### config.mk
export PLATFORM = sky130hd
export DESIGN_NAME = req_gen
export DESIGN_NICKNAME = d
export VERILOG_FILES = /design/src/rtl/mem_test_pkg.sv /design/src/rtl/req_gen.sv
export VERILOG_INCLUDE_DIRS = /design/src /design/src/rtl
export SDC_FILE = /design/constraint.sdc
export NUM_CORES = 1
export LEC_CHECK = 0
export BUFFER_PORTS_ARGS = -buffer_cell sky130_fd_sc_hd__buf_2
export CAP_MARGIN = 15
export CORE_AREA = 2 2 175 177
export DETAILED_ROUTE_END_ITERATION = 10
export DIE_AREA = 0 0 177 179
export GPL_TIMING_DRIVEN = 0
export PLACE_DENSITY = 0.55
export SETUP_SLACK_MARGIN = 0.02
export SYNTH_ARGS = -nofsm -noshare
export SYNTH_HDL_FRONTEND = slang
export SYNTH_SLANG_ARGS = --single-unit
### constraint.sdc
create_clock -name clk -period 2.9 [get_ports clk]
set_input_delay 0 -clock clk [delete_from_list [all_inputs] [get_ports clk]]
set_output_delay 0 -clock clk [all_outputs]
set_load 0.01 [all_outputs]
### src/rtl/mem_test_params.svh
// ====================
// Width and status code macros for the memory traffic tester
// ====================

`ifndef MEM_TEST_PARAMS_SVH
`define MEM_TEST_PARAMS_SVH

// Line width in bits
`define MT_DATA_W 64
// Address bits of the memory region under test
`define MT_MEM_ADDR_W 12
// Checked index bits, one shadow entry per index
`define MT_CHK_ADDR_W 8
// Low address bits taken straight into the checked index
`define MT_CHK_LOW_W 5

// Transfer counters
`define MT_CNT_W 16
// Run length in cycles
`define MT_CYC_W 20

// Status words written at the end of a run
`define MT_STATUS_DONE 1
`define MT_STATUS_ERROR 2

`endif
### src/rtl/mem_test_pkg.sv
// ====================
// Shared types: run states, opcodes, address map, bus and status structs
// ====================

`include "mem_test_params.svh"

package mem_test_pkg;

    // Run state machine
    typedef enum logic [1:0]
    {
        RUN_IDLE,
        RUN_ACTIVE,
        RUN_TERMINATE,
        RUN_ERROR
    } run_state_t;

    typedef enum logic
    {
        OP_READ,
        OP_WRITE
    } op_t;

    // Memory address as seen by the checker
    // Only addresses with a zero middle field have a shadow entry
    typedef struct packed
    {
        logic [`MT_CHK_ADDR_W-`MT_CHK_LOW_W-1:0] checked_high;
        logic [`MT_MEM_ADDR_W-`MT_CHK_ADDR_W-1:0] unchecked_middle;
        logic [`MT_CHK_LOW_W-1:0]                checked_low;
    } mapped_addr_t;

    // Checked index is checked_high followed by checked_low
    typedef logic [`MT_CHK_ADDR_W-1:0] chk_idx_t;

    // Bytes 7, 4, 2 and 0 of a line, MSB first
    typedef logic [31:0] tag_t;

    typedef struct packed
    {
        logic [`MT_CYC_W-1:0]      cycles;
        logic                      enable_reads;
        logic                      enable_writes;
        logic                      enable_checker;
        logic                      enable_rw_conflicts;
        logic [`MT_MEM_ADDR_W-1:0] addr_mask;
        logic [`MT_MEM_ADDR_W-1:0] status_adr;
    } run_cfg_t;

    // ====================
    // Wishbone classic master and slave sides
    // ====================
    typedef struct packed
    {
        logic                      cyc;
        logic                      stb;
        logic                      we;
        logic [`MT_MEM_ADDR_W-1:0] adr;
        logic [`MT_DATA_W-1:0]     dat;
    } wb_req_t;

    typedef struct packed
    {
        logic                  ack;
        logic [`MT_DATA_W-1:0] dat;
    } wb_rsp_t;

    // One finished random transfer
    typedef struct packed
    {
        logic     valid;
        op_t      op;
        logic     checked;
        chk_idx_t idx;
        tag_t     tag;
    } cmpl_t;

    // Checker counters
    typedef struct packed
    {
        logic [`MT_CNT_W-1:0] wr_count;
        logic [`MT_CNT_W-1:0] rd_count;
        logic [`MT_CNT_W-1:0] chk_count;
    } counts_t;

    typedef struct packed
    {
        run_state_t           state;
        logic                 error;
        logic [`MT_CNT_W-1:0] wr_count;
        logic [`MT_CNT_W-1:0] rd_count;
        logic [`MT_CNT_W-1:0] chk_count;
    } status_t;

endpackage

### src/rtl/req_gen.sv
// ====================
// Request generator
// Random address and data, Wishbone master, status write, completion records
// ====================

`include "mem_test_params.svh"

module req_gen
(
    input  logic                     clk,
    input  logic                     reset,
    input  mem_test_pkg::run_state_t state,
    input  mem_test_pkg::run_cfg_t   cfg,
    input  logic                     ready,
    output mem_test_pkg::wb_req_t    wb_o,
    input  mem_test_pkg::wb_rsp_t    wb_i,
    output logic                     bus_busy,
    output logic                     status_done,
    output logic                     rd_en,
    output mem_test_pkg::chk_idx_t   rd_idx,
    output mem_test_pkg::cmpl_t      cmpl
);
    import mem_test_pkg::*;

    // Galois feedback masks, x^32+x^22+x^2+x+1 and x^12+x^6+x^4+x+1
    localparam logic [31:0] LFSR32_TAPS = 32'h8020_0003;
    localparam logic [11:0] LFSR12_TAPS = 12'h829;

    localparam logic [`MT_DATA_W-1:0] DONE_WORD  = `MT_STATUS_DONE;
    localparam logic [`MT_DATA_W-1:0] ERROR_WORD = `MT_STATUS_ERROR;

    function automatic logic [31:0] lfsr32_step(logic [31:0] v);
        return (v >> 1) ^ ({32{v[0]}} & LFSR32_TAPS);
    endfunction

    function automatic logic [11:0] lfsr12_step(logic [11:0] v);
        return (v >> 1) ^ ({12{v[0]}} & LFSR12_TAPS);
    endfunction

    // Tag is bytes 7, 4, 2 and 0 of the line
    function automatic tag_t line_to_tag(logic [`MT_DATA_W-1:0] d);
        return {d[8*7 +: 8], d[8*4 +: 8], d[8*2 +: 8], d[8*0 +: 8]};
    endfunction

    logic [31:0]  addr_lfsr;
    logic [31:0]  data_lfsr;
    logic [11:0]  op_lfsr;

    op_t          nxt_op;
    mapped_addr_t nxt_addr;
    logic         nxt_checked;
    chk_idx_t     nxt_idx;
    logic         rnd_issue;
    logic         stat_issue;

    // Which kind of transfer is open
    logic         cur_status;
    logic         cur_checked;
    chk_idx_t     cur_idx;

    // ====================
    // Random sources
    // ====================
    // Free running, one step per cycle
    always_ff @(posedge clk)
    begin
        addr_lfsr <= lfsr32_step(addr_lfsr);
        data_lfsr <= lfsr32_step(data_lfsr);
        op_lfsr   <= lfsr12_step(op_lfsr);
        if (reset)
        begin
            addr_lfsr <= 32'h2721;
            data_lfsr <= 32'h8520;
            op_lfsr   <= 12'h201;
        end
    end

    always_comb
    begin
        // Coin flip only when both operations are enabled
        if (cfg.enable_reads && cfg.enable_writes)
        begin
            nxt_op = op_t'(op_lfsr[0]);
        end
        else if (cfg.enable_writes)
        begin
            nxt_op = OP_WRITE;
        end
        else
        begin
            nxt_op = OP_READ;
        end

        nxt_addr = mapped_addr_t'(addr_lfsr[`MT_MEM_ADDR_W-1:0] & cfg.addr_mask);

        // Keep reads and writes apart: bit 2 is 0 for reads, 1 for writes
        if (!cfg.enable_rw_conflicts)
        begin
            nxt_addr.checked_low[2] = (nxt_op == OP_WRITE);
        end

        nxt_checked = (nxt_addr.unchecked_middle == '0);
        nxt_idx     = {nxt_addr.checked_high, nxt_addr.checked_low};
    end

    // Random traffic only once the shadow RAM is swept
    assign rnd_issue  = (state == RUN_ACTIVE) && ready && !wb_o.cyc &&
                        (cfg.enable_reads || cfg.enable_writes);
    // Single status write once any open transfer has closed
    assign stat_issue = (state == RUN_TERMINATE || state == RUN_ERROR) && !wb_o.cyc;

    // Shadow lookup starts with the read, well ahead of its ack
    assign rd_en  = rnd_issue && (nxt_op == OP_READ) && nxt_checked;
    assign rd_idx = nxt_idx;

    // ====================
    // Wishbone master
    // ====================
    always_ff @(posedge clk)
    begin
        if (wb_o.cyc)
        begin
            // Hold everything until ack, then close
            if (wb_i.ack)
            begin
                wb_o.cyc <= 1'b0;
                wb_o.stb <= 1'b0;
            end
        end
        else if (rnd_issue)
        begin
            wb_o.cyc    <= 1'b1;
            wb_o.stb    <= 1'b1;
            wb_o.we     <= (nxt_op == OP_WRITE);
            wb_o.adr    <= nxt_addr;
            wb_o.dat    <= {data_lfsr, addr_lfsr};
            cur_status  <= 1'b0;
            cur_checked <= nxt_checked;
            cur_idx     <= nxt_idx;
        end
        else if (stat_issue)
        begin
            wb_o.cyc    <= 1'b1;
            wb_o.stb    <= 1'b1;
            wb_o.we     <= 1'b1;
            wb_o.adr    <= cfg.status_adr;
            wb_o.dat    <= (state == RUN_ERROR) ? ERROR_WORD : DONE_WORD;
            cur_status  <= 1'b1;
            cur_checked <= 1'b0;
        end

        if (reset)
        begin
            wb_o.cyc   <= 1'b0;
            wb_o.stb   <= 1'b0;
            cur_status <= 1'b0;
        end
    end

    assign status_done = wb_o.cyc && wb_i.ack && cur_status;

    // Completion record, one cycle after the ack of a random transfer
    // Write tag comes from the sent line, read tag from the returned line
    always_ff @(posedge clk)
    begin
        cmpl.valid   <= wb_o.cyc && wb_i.ack && !cur_status;
        cmpl.op      <= wb_o.we ? OP_WRITE : OP_READ;
        cmpl.checked <= cur_checked;
        cmpl.idx     <= cur_idx;
        cmpl.tag     <= line_to_tag(wb_o.we ? wb_o.dat : wb_i.dat);
        if (reset)
        begin
            cmpl.valid <= 1'b0;
        end
    end

    // Busy while a transfer is open on the bus
    assign bus_busy = wb_o.cyc;

endmodule

==> metrics <==
Most Frequent Cell on Critical Path=dlygate4sd3_1; period utilization=0.764; chip width=between 150 and 200 um; num ports=251; die area=31,700 um^2; CTS tree=done; hold_buf cts=71; Syn Area/Cell=14.8 um^2; Req. time, crit path=between 3 and 4 ns; Crit Path Category=flop to flop; FP Rows=64; hold crit path type=primary input to flop; Logic pwr share=0.092; clock share of power=0.423; Layout area overhead=44.2%; # H-tree levels=1; crit path setup slack, layout=~0.7 ns; flops & latches, synth=208; min cycle time layout=~2.2 ns; Max FO, Critical Path=8; max-slew violation count=0; Max-Cap Viols=0; WL per Instance=14.9 um; CP max-delay cell=dlygate4sd3_1; antenna violations before repair=2; sw power=1.55 mW; pwr dens=roughly 700 nW/um^2; DP Worst Slack=0.912 ns; CTS Root Cell=clkbuf_16; Syn Inst Count=457; Mapped Area=6770 um^2; Initial Util=0.225; Clock Pin Slew Worst Setup and Hold Paths=0.06 ns; number of port buffers=196; grt met3 use=0.0263; Hold Fails Final Rpt=0; Tot GR Track Use=0.105; Clock Skews=0.00718 ns; first-pass GRT wire length=approximately 25 mm; startpoint class of the critical path=flop; Worst Setup End Kind=flop; relative slew slack=0.427; Worst Tran Pin Value=approximately 0.86 ns; commonest non-fill, non-tap cell in the layout=buf_2; Sequential Power Share=0.486; die span in y=179 um; Sink Count=208; via count=around 4,400; Post-DP HPWL=11.5 mm; Pleak=4.10 nW; Overflow after GRT=0; CP arrival=about 2.7 ns; Num CTS Buffers=24; RePlAce Congestion=approximately 0.72; drt initial violations=186; crit path cell chain=nor2_2 -> o2111ai_4 -> dlygate4sd3_1 -> a31oi_1 -> dlygate4sd3_1; clk buf depth=3; DRT Wirelength=17.4 mm; slowest stage delay, CP=approximately 0.66 ns; DRC errors left=0; Netlist cell types=31; core area=30,000 um^2; largest net degree at the start of global routing=47; nets@finish=~870; met1 track demand over resource=0.129; most frequent cells in the layout=buf_2 (205), dfxtp_1 (122), edfxtp_1 (86); setup violators final=0; setup TNS=0 ns; Peak VDD IR=486 uV; register area share after synthesis=0.742; Synth warnings=0; Clock Latency Late Sink=0.51 ns; DRT Pass-1 Iters=4; Routed Antenna Nets=0; share of cells above drive strength 1=0.375; CTS resizes=0; vias in the first global route=4,231; via/cell ratio=3.80; Internal=5.28 mW; routing usage on met2=0.178; RSZ-0062 raised after global routing=false; postcts setup bufs=0; switching share of total power=0.227; gr busiest metal=met2; fmax=0.452 GHz; status=completed; net count after synthesis=575
cells in the mapped netlist, drive strengths merged:
master     n  share of area
nor2       9         0.0054
xnor2      9          0.012
and4       1         0.0013
edfxtp    86           0.38
a22oi      2         0.0022
or2       10         0.0092
nand3      1        0.00074
buf       13          0.012
a21oi      2         0.0015
mux2      32          0.053
a32o       4         0.0059
o2111ai    1         0.0039
clkbuf    11         0.0061
a22o       9          0.012
and2      69          0.064
o21ai      2         0.0015
o2bb2ai    1         0.0013
nand2      2         0.0011
and3       2         0.0018
a31oi      1        0.00092
nand2b     6         0.0055
nor2b     59          0.055
nor3       2         0.0015
inv        1        0.00092
dfxtp    122           0.36
flip-flops by register name, summed over array words and instances, names as in the netlist:
signal       count
addr_lfsr       32
cur_status       1
cur_idx          8
data_lfsr       32
bus_busy         1
op_lfsr         12
wb_o            78
cur_checked      1
cmpl            43
power by group through the flow:
stage / Combinational [mW] / Sequential (mW) / Clock (mW)
after floorplan: 0.213 / 3.44 / 0
after global placement: 0.546 / 3.39 / 0
after detailed placement: 0.563 / 3.38 / 0
after CTS: 0.642 / 3.32 / 3.01
after global routing: 0.691 / 3.34 / 3.10
final: 0.626 / 3.32 / 2.89
through the flow:
stage               instances   util  hold WS, ns  power [mW]  instance area, um^2
CTS                      1165  0.325       0.0103        6.97                 9750
global route             1167  0.325       0.0375        7.13                 9760
detailed placement       1050  0.276        0.214        3.95                 8280
finish                   1167  0.325       0.0339        6.84                 9760
floorplan                 457      -        0.125        3.66                 6770
global placement         1049  0.275        0.207        3.94                 8250
worst paths after layout:
kind	end	cells past startpoint	from	slack [ns]
setup reg to reg	bus_busy	5	bus_busy	0.69
hold reg to reg	cmpl[35]	0	cur_idx[3]	0.34
hold / removal	wb_o[76]	3	ready	0.03
setup / recovery	bus_busy	5	bus_busy	0.69
per-layer routing:
metal,wire (um),share of wire,up-vias
met4,534,0.031,0
met5,0,0,-
met1,7560,0.44,2119
met2,8310,0.48,139
met3,960,0.055,31
li1,-,-,2148
critical path, delay by kind of cell (launching register included):
kind | cells | cell delay (ns)
DFF | 1 | 0.41
buffers and inverters | 2 | 1.22
AOI/OAI and AO/OA | 2 | 0.36
and+or+nand+nor | 1 | 0.17
final cells by class:
class / instances / area (um^2)
fill: 3033 / 20300
sequential: 208 / 5020
timing repair buffer: 268 / 1720
multi-input combinational: 224 / 1630
clock buffer: 34 / 681
tap: 396 / 495
buffer: 24 / 120
clock inverter: 10 / 81.3
inverter: 1 / 6.26
antenna: 2 / 5.00
logic make-up after synthesis:
| group | share of synthesized area |
|---|---|
| and+or+nand+nor | 0.145 |
| DFF | 0.742 |
| buffers and inverters | 0.0187 |
| AOI/OAI and AO/OA | 0.0288 |
| xor gates and xnor gates | 0.0116 |
| muxes | 0.0532 |
No activity file was read; power rests on OpenSTA's default activity.
