===== config.mk =====
export PLATFORM = sky130hd
export DESIGN_NAME = run_ctrl
export DESIGN_NICKNAME = d
export VERILOG_FILES = /design/src/rtl/mem_test_pkg.sv /design/src/rtl/run_ctrl.sv
export VERILOG_INCLUDE_DIRS = /design/src /design/src/rtl
export SDC_FILE = /design/constraint.sdc
export NUM_CORES = 1
export LEC_CHECK = 0
export BUFFER_PORTS_ARGS = -buffer_cell sky130_fd_sc_hd__buf_2
export CORE_MARGIN = 3
export CORE_UTILIZATION = 35
export CTS_CLUSTER_SIZE = 28
export DETAILED_ROUTE_END_ITERATION = 12
export PLACE_DENSITY = 0.59
export SLEW_MARGIN = 20
export SYNTH_ARGS = -nofsm -noshare
export SYNTH_HDL_FRONTEND = slang
export SYNTH_SLANG_ARGS = --single-unit

===== constraint.sdc =====
create_clock -name clk -period 6.69 [get_ports clk]
set_input_delay 1.0035 -clock clk [delete_from_list [all_inputs] [get_ports clk]]
set_output_delay 1.0035 -clock clk [all_outputs]
set_load 0.05 [all_outputs]

===== src/rtl/mem_test_params.svh =====
// ====================
// Width and status code macros for the memory traffic tester
// ====================

`ifndef MEM_TEST_PARAMS_SVH
`define MEM_TEST_PARAMS_SVH

// Line width in bits
`define MT_DATA_W 64
// Address bits of the memory region under test
`define MT_MEM_ADDR_W 12
// Checked index bits, one shadow entry per index
`define MT_CHK_ADDR_W 8
// Low address bits taken straight into the checked index
`define MT_CHK_LOW_W 5

// Transfer counters
`define MT_CNT_W 16
// Run length in cycles
`define MT_CYC_W 20

// Status words written at the end of a run
`define MT_STATUS_DONE 1
`define MT_STATUS_ERROR 2

`endif

===== src/rtl/mem_test_pkg.sv =====
// ====================
// Shared types: run states, opcodes, address map, bus and status structs
// ====================

`include "mem_test_params.svh"

package mem_test_pkg;

    // Run state machine
    typedef enum logic [1:0]
    {
        RUN_IDLE,
        RUN_ACTIVE,
        RUN_TERMINATE,
        RUN_ERROR
    } run_state_t;

    typedef enum logic
    {
        OP_READ,
        OP_WRITE
    } op_t;

    // Memory address as seen by the checker
    // Only addresses with a zero middle field have a shadow entry
    typedef struct packed
    {
        logic [`MT_CHK_ADDR_W-`MT_CHK_LOW_W-1:0] checked_high;
        logic [`MT_MEM_ADDR_W-`MT_CHK_ADDR_W-1:0] unchecked_middle;
        logic [`MT_CHK_LOW_W-1:0]                checked_low;
    } mapped_addr_t;

    // Checked index is checked_high followed by checked_low
    typedef logic [`MT_CHK_ADDR_W-1:0] chk_idx_t;

    // Bytes 7, 4, 2 and 0 of a line, MSB first
    typedef logic [31:0] tag_t;

    typedef struct packed
    {
        logic [`MT_CYC_W-1:0]      cycles;
        logic                      enable_reads;
        logic                      enable_writes;
        logic                      enable_checker;
        logic                      enable_rw_conflicts;
        logic [`MT_MEM_ADDR_W-1:0] addr_mask;
        logic [`MT_MEM_ADDR_W-1:0] status_adr;
    } run_cfg_t;

    // ====================
    // Wishbone classic master and slave sides
    // ====================
    typedef struct packed
    {
        logic                      cyc;
        logic                      stb;
        logic                      we;
        logic [`MT_MEM_ADDR_W-1:0] adr;
        logic [`MT_DATA_W-1:0]     dat;
    } wb_req_t;

    typedef struct packed
    {
        logic                  ack;
        logic [`MT_DATA_W-1:0] dat;
    } wb_rsp_t;

    // One finished random transfer
    typedef struct packed
    {
        logic     valid;
        op_t      op;
        logic     checked;
        chk_idx_t idx;
        tag_t     tag;
    } cmpl_t;

    // Checker counters
    typedef struct packed
    {
        logic [`MT_CNT_W-1:0] wr_count;
        logic [`MT_CNT_W-1:0] rd_count;
        logic [`MT_CNT_W-1:0] chk_count;
    } counts_t;

    typedef struct packed
    {
        run_state_t           state;
        logic                 error;
        logic [`MT_CNT_W-1:0] wr_count;
        logic [`MT_CNT_W-1:0] rd_count;
        logic [`MT_CNT_W-1:0] chk_count;
    } status_t;

endpackage


===== src/rtl/run_ctrl.sv =====
// ====================
// Run controller
// Run state machine and cycle countdown
// ====================

`include "mem_test_params.svh"

module run_ctrl
(
    input  logic                     clk,
    input  logic                     reset,
    input  logic                     start,
    input  mem_test_pkg::run_cfg_t   cfg,
    input  logic                     bus_busy,
    input  logic                     status_done,
    input  logic                     error,
    output mem_test_pkg::run_state_t state
);
    import mem_test_pkg::*;

    logic [`MT_CYC_W-1:0] cycles_rem;
    run_state_t           state_next;

    // Remaining run cycles
    // Loaded on start, counts down while active and parks at zero
    always_ff @(posedge clk)
    begin
        if (reset)
        begin
            cycles_rem <= '0;
        end
        else if (state == RUN_IDLE && start)
        begin
            cycles_rem <= cfg.cycles;
        end
        else if (state == RUN_ACTIVE && cycles_rem != '0)
        begin
            cycles_rem <= cycles_rem - 1'b1;
        end
    end

    // ====================
    // State machine
    // ====================
    always_comb
    begin
        state_next = state;
        case (state)
            RUN_IDLE:
            begin
                if (start)
                begin
                    state_next = RUN_ACTIVE;
                end
            end
            RUN_ACTIVE:
            begin
                // Error wins over normal end of run
                // An open transfer is finished by the master before the status write
                if (error)
                begin
                    state_next = RUN_ERROR;
                end
                else if (cycles_rem == '0 && !bus_busy)
                begin
                    state_next = RUN_TERMINATE;
                end
            end
            default:
            begin
                // Terminate and error both wait for the status write ack
                if (status_done)
                begin
                    state_next = RUN_IDLE;
                end
            end
        endcase
    end

    always_ff @(posedge clk)
    begin
        state <= state_next;
        if (reset)
        begin
            state <= RUN_IDLE;
        end
    end

endmodule


==> results of run 1 <==
==> layout by cell type, fill, tap and decap left out, drive strengths merged, types with 2 or more instances in the layout <==
cell type and count:
a2111oi 3, a211oi 7, a21oi 5, a311oi 9
and2 2, buf 28, clkbuf 4, dfxtp 22
ha 2, inv 2, nand2 6, nand3b 2
nor2 24, nor2b 4, nor3 9, nor3b 2
nor4 4, o211ai 2, o21ai 4, o21bai 2
o31ai 5, or2 4, or3 5, or4 7
xnor2 5
==> power by group through the flow <==
stage               registers (mW)  logic, mW  clock network, mW
floorplan                    0.161     0.0796                  0
global placement             0.162     0.0993                  0
detailed placement           0.163      0.102                  0
CTS                          0.160      0.103              0.101
global route                 0.162      0.115              0.106
finish                       0.160      0.102             0.0972
==> routing by layer <==
layer / GRT usage / vias up
li1: - / 660
met1: 0.189 / 583
met2: 0.259 / 20
met3: 0.0394 / 2
met4: 0.0298 / 0
met5: 0 / -
==> registers in the layout, indices dropped and copies added, names as in the netlist <==
signal / count
state: 2
cycles_rem: 20
==> cell families after synthesis <==
logic type / count (synthesis) / synth area share
buf+inv: 12 / 0.0411
simple gates: 74 / 0.314
flops: 22 / 0.329
xor+xnor: 5 / 0.0327
fa+ha+maj: 2 / 0.0187
compound gates: 44 / 0.265
==> worst paths after layout <==
kind / from / slack (ns) / end / cells past startpoint
setup / recovery: cycles_rem[0] / 4.19 / cycles_rem[12] / 7
hold reg to reg: cycles_rem[8] / 0.52 / cycles_rem[8] / 2
setup reg to reg: cycles_rem[0] / 4.19 / cycles_rem[12] / 7
hold / removal: cycles_rem[8] / 0.52 / cycles_rem[8] / 2
==> area by class of cell <==
type / instances / area (µm²) / area share
multi-input combinational: 125 / 845 / 0.546
inverter: 2 / 7.51 / 0.00485
sequential: 22 / 440 / 0.285
tap: 46 / 57.6 / 0.0372
clock buffer: 4 / 55.1 / 0.0356
timing repair buffer: 28 / 143 / 0.0922
==> Yosys cell counts (2+ instances only) <==
master / number / area share
nand3b_1: 2 / 0.011
a211oi_1: 6 / 0.034
o211ai_1: 2 / 0.011
ha_1: 2 / 0.019
nor4_2: 2 / 0.019
xnor2_1: 5 / 0.033
dfxtp_1: 22 / 0.33
clkbuf_1: 7 / 0.020
nand2_1: 6 / 0.017
o21bai_1: 2 / 0.011
a311oi_1: 9 / 0.059
or3_1: 4 / 0.019
nor3b_1: 2 / 0.011
inv_1: 2 / 0.0056
and2_1: 2 / 0.0093
o31ai_1: 5 / 0.028
or4_1: 7 / 0.039
a2111oi_1: 2 / 0.015
o21ai_0: 3 / 0.011
nor2b_1: 4 / 0.019
nor2_1: 24 / 0.067
nor4_1: 2 / 0.0093
nor3_1: 8 / 0.030
buf_2: 2 / 0.0075
or2_2: 3 / 0.014
a21oi_1: 5 / 0.019
==> through the flow <==
| step | hold slack [ns] | area (µm²) | setup slack [ns] | total power [mW] |
|---|---|---|---|---|
| 2_1_floorplan | 0.464 | 1340 | 4.16 | 0.240 |
| 3_3_place_gp | 0.485 | 1490 | 4.29 | 0.261 |
| 3_5_place_dp | 0.483 | 1490 | 4.23 | 0.265 |
| 4_1_cts | 0.505 | 1550 | 4.19 | 0.364 |
| 5_1_grt | 0.524 | 1550 | 3.95 | 0.384 |
| 6_report | 0.516 | 1550 | 4.19 | 0.359 |
==> critical path, cell delays in order (launching register included) <==
cell	delay, ns
dfxtp_1	0.34
inv_1	0.09
ha_1	0.18
nor3b_1	0.50
and2_1	0.30
o2111ai_4	0.21
or4_1	0.48
a311oi_1	0.30
==> impl_metrics.toml, run 1 <==
[layout]
area_growth_syn_to_layout_pct = 15.5
final_layout_size_suffix_gt1_frac = 0.227
finalNetCount = 238
nFillCells = 376
final_util = 0.440
finalNonFillerCells = 227
insertedDiodeCount = 0

[yosys]
synth_edf_count = 0
ys_types = 45
synthArstFlopShare = 0
ys_seq_area_frac = 0.329
synthFlopType = "dfxtp_1"
yosysWarnings = 0
synth_area_per_cell_um2 = 8.43
netlist_area_um2 = 1340
synthesis.nets = 215
synth_seq_cells = 22
syn_inst = 159

[route]
firstDrtPassIters = 4
via_count = 1265
totalWireLength_mm = 3.15
drt_first_iter_violations = 68
routed-wl-met2_mm = 1.49
top_layer = "met4"
wl_met1_mm = 1.51
wl_per_cell_um = 13.9
viasPerCell = 5.57
ant_nets = 0
dr_wl_met3_um = 131
drc = 0

[cts]
clkSlewWorstSetupHoldPaths_ns = 0.09
cts-hold-fix-buffers = 0
clk_latency_ns = 0.27
post_cts_buffers = 0
root_buffer = "clkbuf_8"
htree_num_levels = 1
cts_tree = "yes"
cts_inserted_buffers = 3
cts.sinks = 22
cts_buffer_depth = 2
cts-resized-gates = 0

[power]
leakagePower_nw = 0.546
ir_worst_vdd_uv = 120
power.density_nw_per_um2 = 232
power_frac_comb = 0.284
switchingPower_mw = 0.121
seq_power_share = 0.445
p_int_mw = 0.238
sw_frac_of_total = 0.336
p_clk_frac = 0.271

[placed_design]
place.gp.congestion = 0.768
dp.cells = 223
port_buffers = 27
dp_hpwl_mm = 2.33

[floorplan]
die-area_um2 = 4610
num_io_pins = 56
fp.coreArea_um2 = 3520
die_h_um = 67.9
rows = 21
fp.dieW_um = 67.9
start_util = 0.381

[grt]
overflow = 0
grt_pass1_vias = 1189
grt_start_max_net_pins = 23
antenna_found_initial = 0
grtUsageTotal = 0.150
grt_pass1_wl_mm = 5.29

[timing]
drv_slew = 0
worstMarginPinSlew_ns = 0.647
hold_viol_final = 0
grt_setup_unrepaired = "false"
clock.fmax_mhz = 400
finalSetupViolCount = 0
fin_crit_ns = 2.50
tns_ns = 0
skew_ns = 0.0111
slew_headroom = 0.565
finalCritPeriodShare = 0.374

[hold_path]
hold_class = "flop to flop"

[critical_path]
worstSetupStartpointType = "flop"
crit_fanout = 9
critical_path_class = "flop to flop"
required_ns = 6.85
worst_ep_arrival_time_ns = 2.66
end_kind = "flop"

[flow_run]
cap_violations = 0

[status]
status = "finished clean"
Power figures use the tool's default switching activity.
==> run 2, diff against run 1 <==
PLACE_DENSITY = 0.62   (was 0.59)
clock period = 2.09 ns   (was 6.69 ns; I/O delays follow)
==> impl_metrics.toml, run 2 (synthesis results as in run 1) <==
[cts]
cts_inserted_buffers = 3
htree_num_levels = 1
clkSlewWorstSetupHoldPaths_ns = 0.09
root_buffer = "clkbuf_8"
cts_buffer_depth = 2
cts.sinks = 22
cts_tree = "yes"
clk_latency_ns = 0.26

[power]
ir_worst_vdd_uv = 320
switchingPower_mw = 0.501
sw_frac_of_total = 0.342
power_frac_comb = 0.411
power.total_mw = 1.46
leakagePower_nw = 0.774
p_int_mw = 0.962
seq_power_share = 0.344
power.density_nw_per_um2 = 711
p_clk_frac = 0.245

[grt]
antenna_found_initial = 0
grtUsageTotal = 0.181
overflow = 0
grt_pass1_vias = 1432
grt_start_max_net_pins = 23
grt_pass1_wl_mm = 6.42

[placed_design]
port_buffers = 27
dp.cells = 254
place.gp.congestion = 0.842
dp_hpwl_mm = 2.63

[layout]
area_growth_syn_to_layout_pct = 53.6
insertedDiodeCount = 0
biggestRegsByFlops = "cycles_rem (20), state (2)"
largest_reg_flops = 20
final_cell_mix = "buf_4, buf_2, nor2_1, dfxtp_1, nor3_1"
top_register = "cycles_rem"
final_common_cell = "buf_4"
finalNetCount = 277
final_layout_size_suffix_gt1_frac = 0.505
finalNonFillerCells = 266

[timing]
grt_setup_unrepaired = "true"
fin_crit_ns = 2.18
slew_headroom = 0.664
worstMarginPinSlew_ns = 0.503
finalSetupViolCount = 8
finalCritPeriodShare = 1.04
drv_slew = 0
fin_ws_ns = -0.0874
skew_ns = 0.00208
hold_viol_final = 0
clock.fmax_mhz = 459

[hold_path]
hold_class = "input pin to flop"
hold_depth = 3

[critical_path]
crit_chain = "or4b_4 -> or3_4 -> a21o_4 -> or4_4 -> a311oi_2"
critical_path_class = "flop to flop"
r2r_slack_ns = -0.09
worstSetupStartpointType = "flop"
crit_fanout = 8
slowest_stage = "or4b_4"
reg2regPathDepth = 5
worst_ep_arrival_time_ns = 2.36
required_ns = 2.27
end_kind = "flop"
cpPeakStageDelay_ns = 0.53

[route]
firstDrtPassIters = 4
ant_nets = 0
drt_first_iter_violations = 100
via_count = 1475
wl_per_cell_um = 15.4
totalWireLength_mm = 4.09
viasPerCell = 5.55
drc = 0

[floorplan]
die_h_um = 67.9
fp.coreArea_um2 = 3520
rows = 21
start_util = 0.381
fp.dieW_um = 67.9
num_io_pins = 56
die-area_um2 = 4610

[status]
status = "finished, violations left"
violations = "setup timing"

[flow_run]
cap_violations = 0
-- run 2: changes by cell type in the layout (fill, tap and decap cells not counted), moves of 3 or more --
cell	change
buf_6	+3
or4_1	-4
a2111oi_2	+3
or4_4	+4
dfxtp_1	-5
dfxtp_2	+3
a311oi_1	-4
a311oi_2	+4
buf_4	+35
-- run 2: area by class of cell --
type	instances	area (µm²)
flip-flops and latches	22	452
repair buffers	66	439
fillers	305	1460
multi-input cells	126	1030
clock buffers	4	66.3
well taps	46	57.6
inverters	2	10.0
-- run 2: final timing paths --
check                                      end          start
worst min register to register   cycles_rem[8]  cycles_rem[8]
worst max-delay path            cycles_rem[17]  cycles_rem[0]
worst min-delay path             cycles_rem[1]        cfg[29]
worst max register to register  cycles_rem[17]  cycles_rem[0]
-- run 2: through the flow --
step | worst slack (ns) | hold slack [ns] | util | setup TNS, ns | instance area, µm²
2_1_floorplan | -0.163 | 0.454 | - | -0.571 | 1360
3_3_place_gp | -0.140 | 0.490 | 0.494 | -1.25 | 1740
3_5_place_dp | -0.229 | 0.482 | 0.494 | -1.66 | 1740
4_1_cts | -0.0869 | 0.281 | 0.538 | -0.461 | 1900
5_1_grt | -0.163 | 0.286 | 0.585 | -1.15 | 2060
6_report | -0.0874 | 0.275 | 0.585 | -0.475 | 2060
-- run 2: timing repair --
action | CTS | global route
setup endpoints to repair | 18 | 18
buffers inserted | 3 | 4
pin swaps | 4 | 10
gates cloned | 1 | 0
gates resized for setup | 14 | 27
hold buffers | 0 | 0
-- run 2: worst max-delay path, delay by kind of cell (launching register included) --
| family | cells | cell delay (ns) |
|---|---|---|
| AND/OR/NAND/NOR | 3 | 1.32 |
| AO/OA/AOI/OAI | 2 | 0.44 |
| flip-flops | 1 | 0.32 |
-- run 2: layer usage --
metal / wire, µm / up-vias / GRT usage
met4: 108 / 0 / 0.0769
met2: 1980 / 30 / 0.307
met5: 0 / - / 0
met1: 1860 / 699 / 0.225
li1: - / 736 / -
met3: 142 / 10 / 0.0296
-- run 2: power groups by stage --
stage / registers [mW] / clock network [mW] / logic, mW
6_report: 0.503 / 0.359 / 0.602
5_1_grt: 0.508 / 0.378 / 0.651
4_1_cts: 0.498 / 0.365 / 0.509
3_5_place_dp: 0.504 / 0 / 0.457
3_3_place_gp: 0.503 / 0 / 0.443
2_1_floorplan: 0.515 / 0 / 0.264
==> run 3, diff against run 2 <==
CORE_UTILIZATION = 43   (was 35)
PLACE_DENSITY = 0.74   (was 0.62)
==> impl_metrics.toml, run 3 (synthesis results as in run 1) <==
[grt]
grt_pass1_wl_mm = 6.55
overflow = 0
grtUsageTotal = 0.232
antenna_found_initial = 0
grt_start_max_net_pins = 23
grt_pass1_vias = 1459

[critical_path]
crit_fanout = 8
crit_buf_inv = 0
crit_family = "simple AND/OR/NAND/NOR gates"
required_ns = 2.33
critical_path_class = "flop to flop"
cpPeakStageDelay_ns = 0.53
crit_chain = "or4b_4 -> or3_4 -> a21o_4 -> or4_1 -> a311oi_2"
r2r_start = "cycles_rem[0]"
worstSetupStartpointType = "flop"
end_kind = "flop"
slowest_stage = "or4b_4"
critPathLaunch = "cycles_rem[0]"
worst_ep_arrival_time_ns = 2.47

[timing]
clock.fmax_mhz = 448
grt_setup_unrepaired = "true"
tns_ns = -0.746
drv_slew = 0
fin_crit_ns = 2.23
hold_viol_final = 0
skew_ns = 0.00612
timing.hold.ws_ns = 0.227
fin_ws_ns = -0.141
finalCritPeriodShare = 1.07
finalSetupViolCount = 10
worstMarginPinSlew_ns = 0.512
slew_headroom = 0.658

[layout]
top_register = "cycles_rem"
insertedDiodeCount = 0
final_common_cell = "buf_4"
final_cell_mix = "buf_4, buf_2, nor2_1, dfxtp_1, nor3_1"
finalNetCount = 278
area_growth_syn_to_layout_pct = 53.0
biggestRegsByFlops = "cycles_rem (20), state (2)"
final_layout_size_suffix_gt1_frac = 0.529
largest_reg_flops = 20
multiInputGateArea_um2 = 1050
nFillCells = 217
seqCellArea_um2 = 455

[cts]
clkSlewWorstSetupHoldPaths_ns = 0.13
cts-hold-fix-buffers = 0
cts_inserted_buffers = 3
cts_buffer_depth = 2
clk_latency_ns = 0.32
root_buffer = "clkbuf_4"
cts_tree = "yes"
cts.sinks = 22
htree_num_levels = 1

[hold_path]
min_from = "cfg[29]"
hold_class = "input pin to flop"

[floorplan]
start_util = 0.470
die_h_um = 61.8
num_io_pins = 56
fp.dieW_um = 61.8
fp.coreArea_um2 = 2850
die-area_um2 = 3820
rows = 19

[status]
status = "finished, violations left"
violations = "setup timing"

[placed_design]
place.gp.congestion = 0.860
port_buffers = 27
dp_slack_ns = -0.252
dp_hpwl_mm = 2.79

[route]
drc = 0
wl_per_cell_um = 17.2
totalWireLength_mm = 4.32
firstDrtPassIters = 4
viasPerCell = 6.05
drt_first_iter_violations = 66
ant_nets = 0
via_count = 1524

[power]
ir_worst_vdd_uv = 425
power.total_mw = 1.38
leakagePower_nw = 0.774
power.density_nw_per_um2 = 674

[flow_run]
cap_violations = 0
## run 3: changes by cell type in the layout (fill, tap and decap cells not counted), moves of 3 or more
cell      delta
buf_6        +3
clkbuf_4     +3
dfxtp_1      -3
dfxtp_2      +3
## run 3: worst reg2reg max path, delay by kind of cell (launching register included)
family / cells / cell delay, ns
simple gates: 3 / 1.36
flops: 1 / 0.35
compound gates: 2 / 0.45
## run 3: cell type report
| cell class | instances | share of cell area |
|---|---|---|
| multi-input combinational | 126 | 0.512 |
| timing repair buffer | 67 | 0.223 |
| sequential | 22 | 0.222 |
| tap | 31 | 0.0189 |
| clock buffer | 4 | 0.0177 |
| inverter | 2 | 0.00610 |
## run 3: through the flow
| stage | instances | util | cell area, µm² |
|---|---|---|---|
| final | 252 | 0.719 | 2050 |
| after global routing | 252 | 0.719 | 2050 |
| after CTS | 247 | 0.658 | 1880 |
| after detailed placement | 239 | 0.603 | 1720 |
| after global placement | 239 | 0.603 | 1720 |
| after floorplan | 159 | - | 1360 |
## run 3: per-layer routing
metal  global-route usage  part of all wire  vias up
met5                    0                 0        -
met4                0.103             0.017        0
met3               0.0372             0.033        9
met2                0.407              0.52       33
met1                0.279              0.43      742
li1                     -                 -      740
## run 3: final timing paths
kind / endpoint / slack (ns) / cells after the start
hold / removal: cycles_rem[1] / 0.23 / 3
setup / recovery: cycles_rem[15] / -0.14 / 5
hold reg to reg: cycles_rem[16] / 0.53 / 2
setup reg to reg: cycles_rem[15] / -0.14 / 5
## run 3: repair_timing
action                                 4_1_cts  5_1_grt
endpoints found under the hold margin        0        0
gates cloned                                 1        0
setup endpoints to repair                   18       20
buffers inserted                             3        5
gates resized for setup                     22       29
pin swaps                                   10       18
## run 3: power breakdown
part / total [mW] / switching [mW] / internal (mW)
Sequential: 0.511 / 0.0442 / 0.467
Clock: 0.246 / 0.140 / 0.107
Combinational: 0.624 / 0.323 / 0.301
Total: 1.38 / 0.507 / 0.874
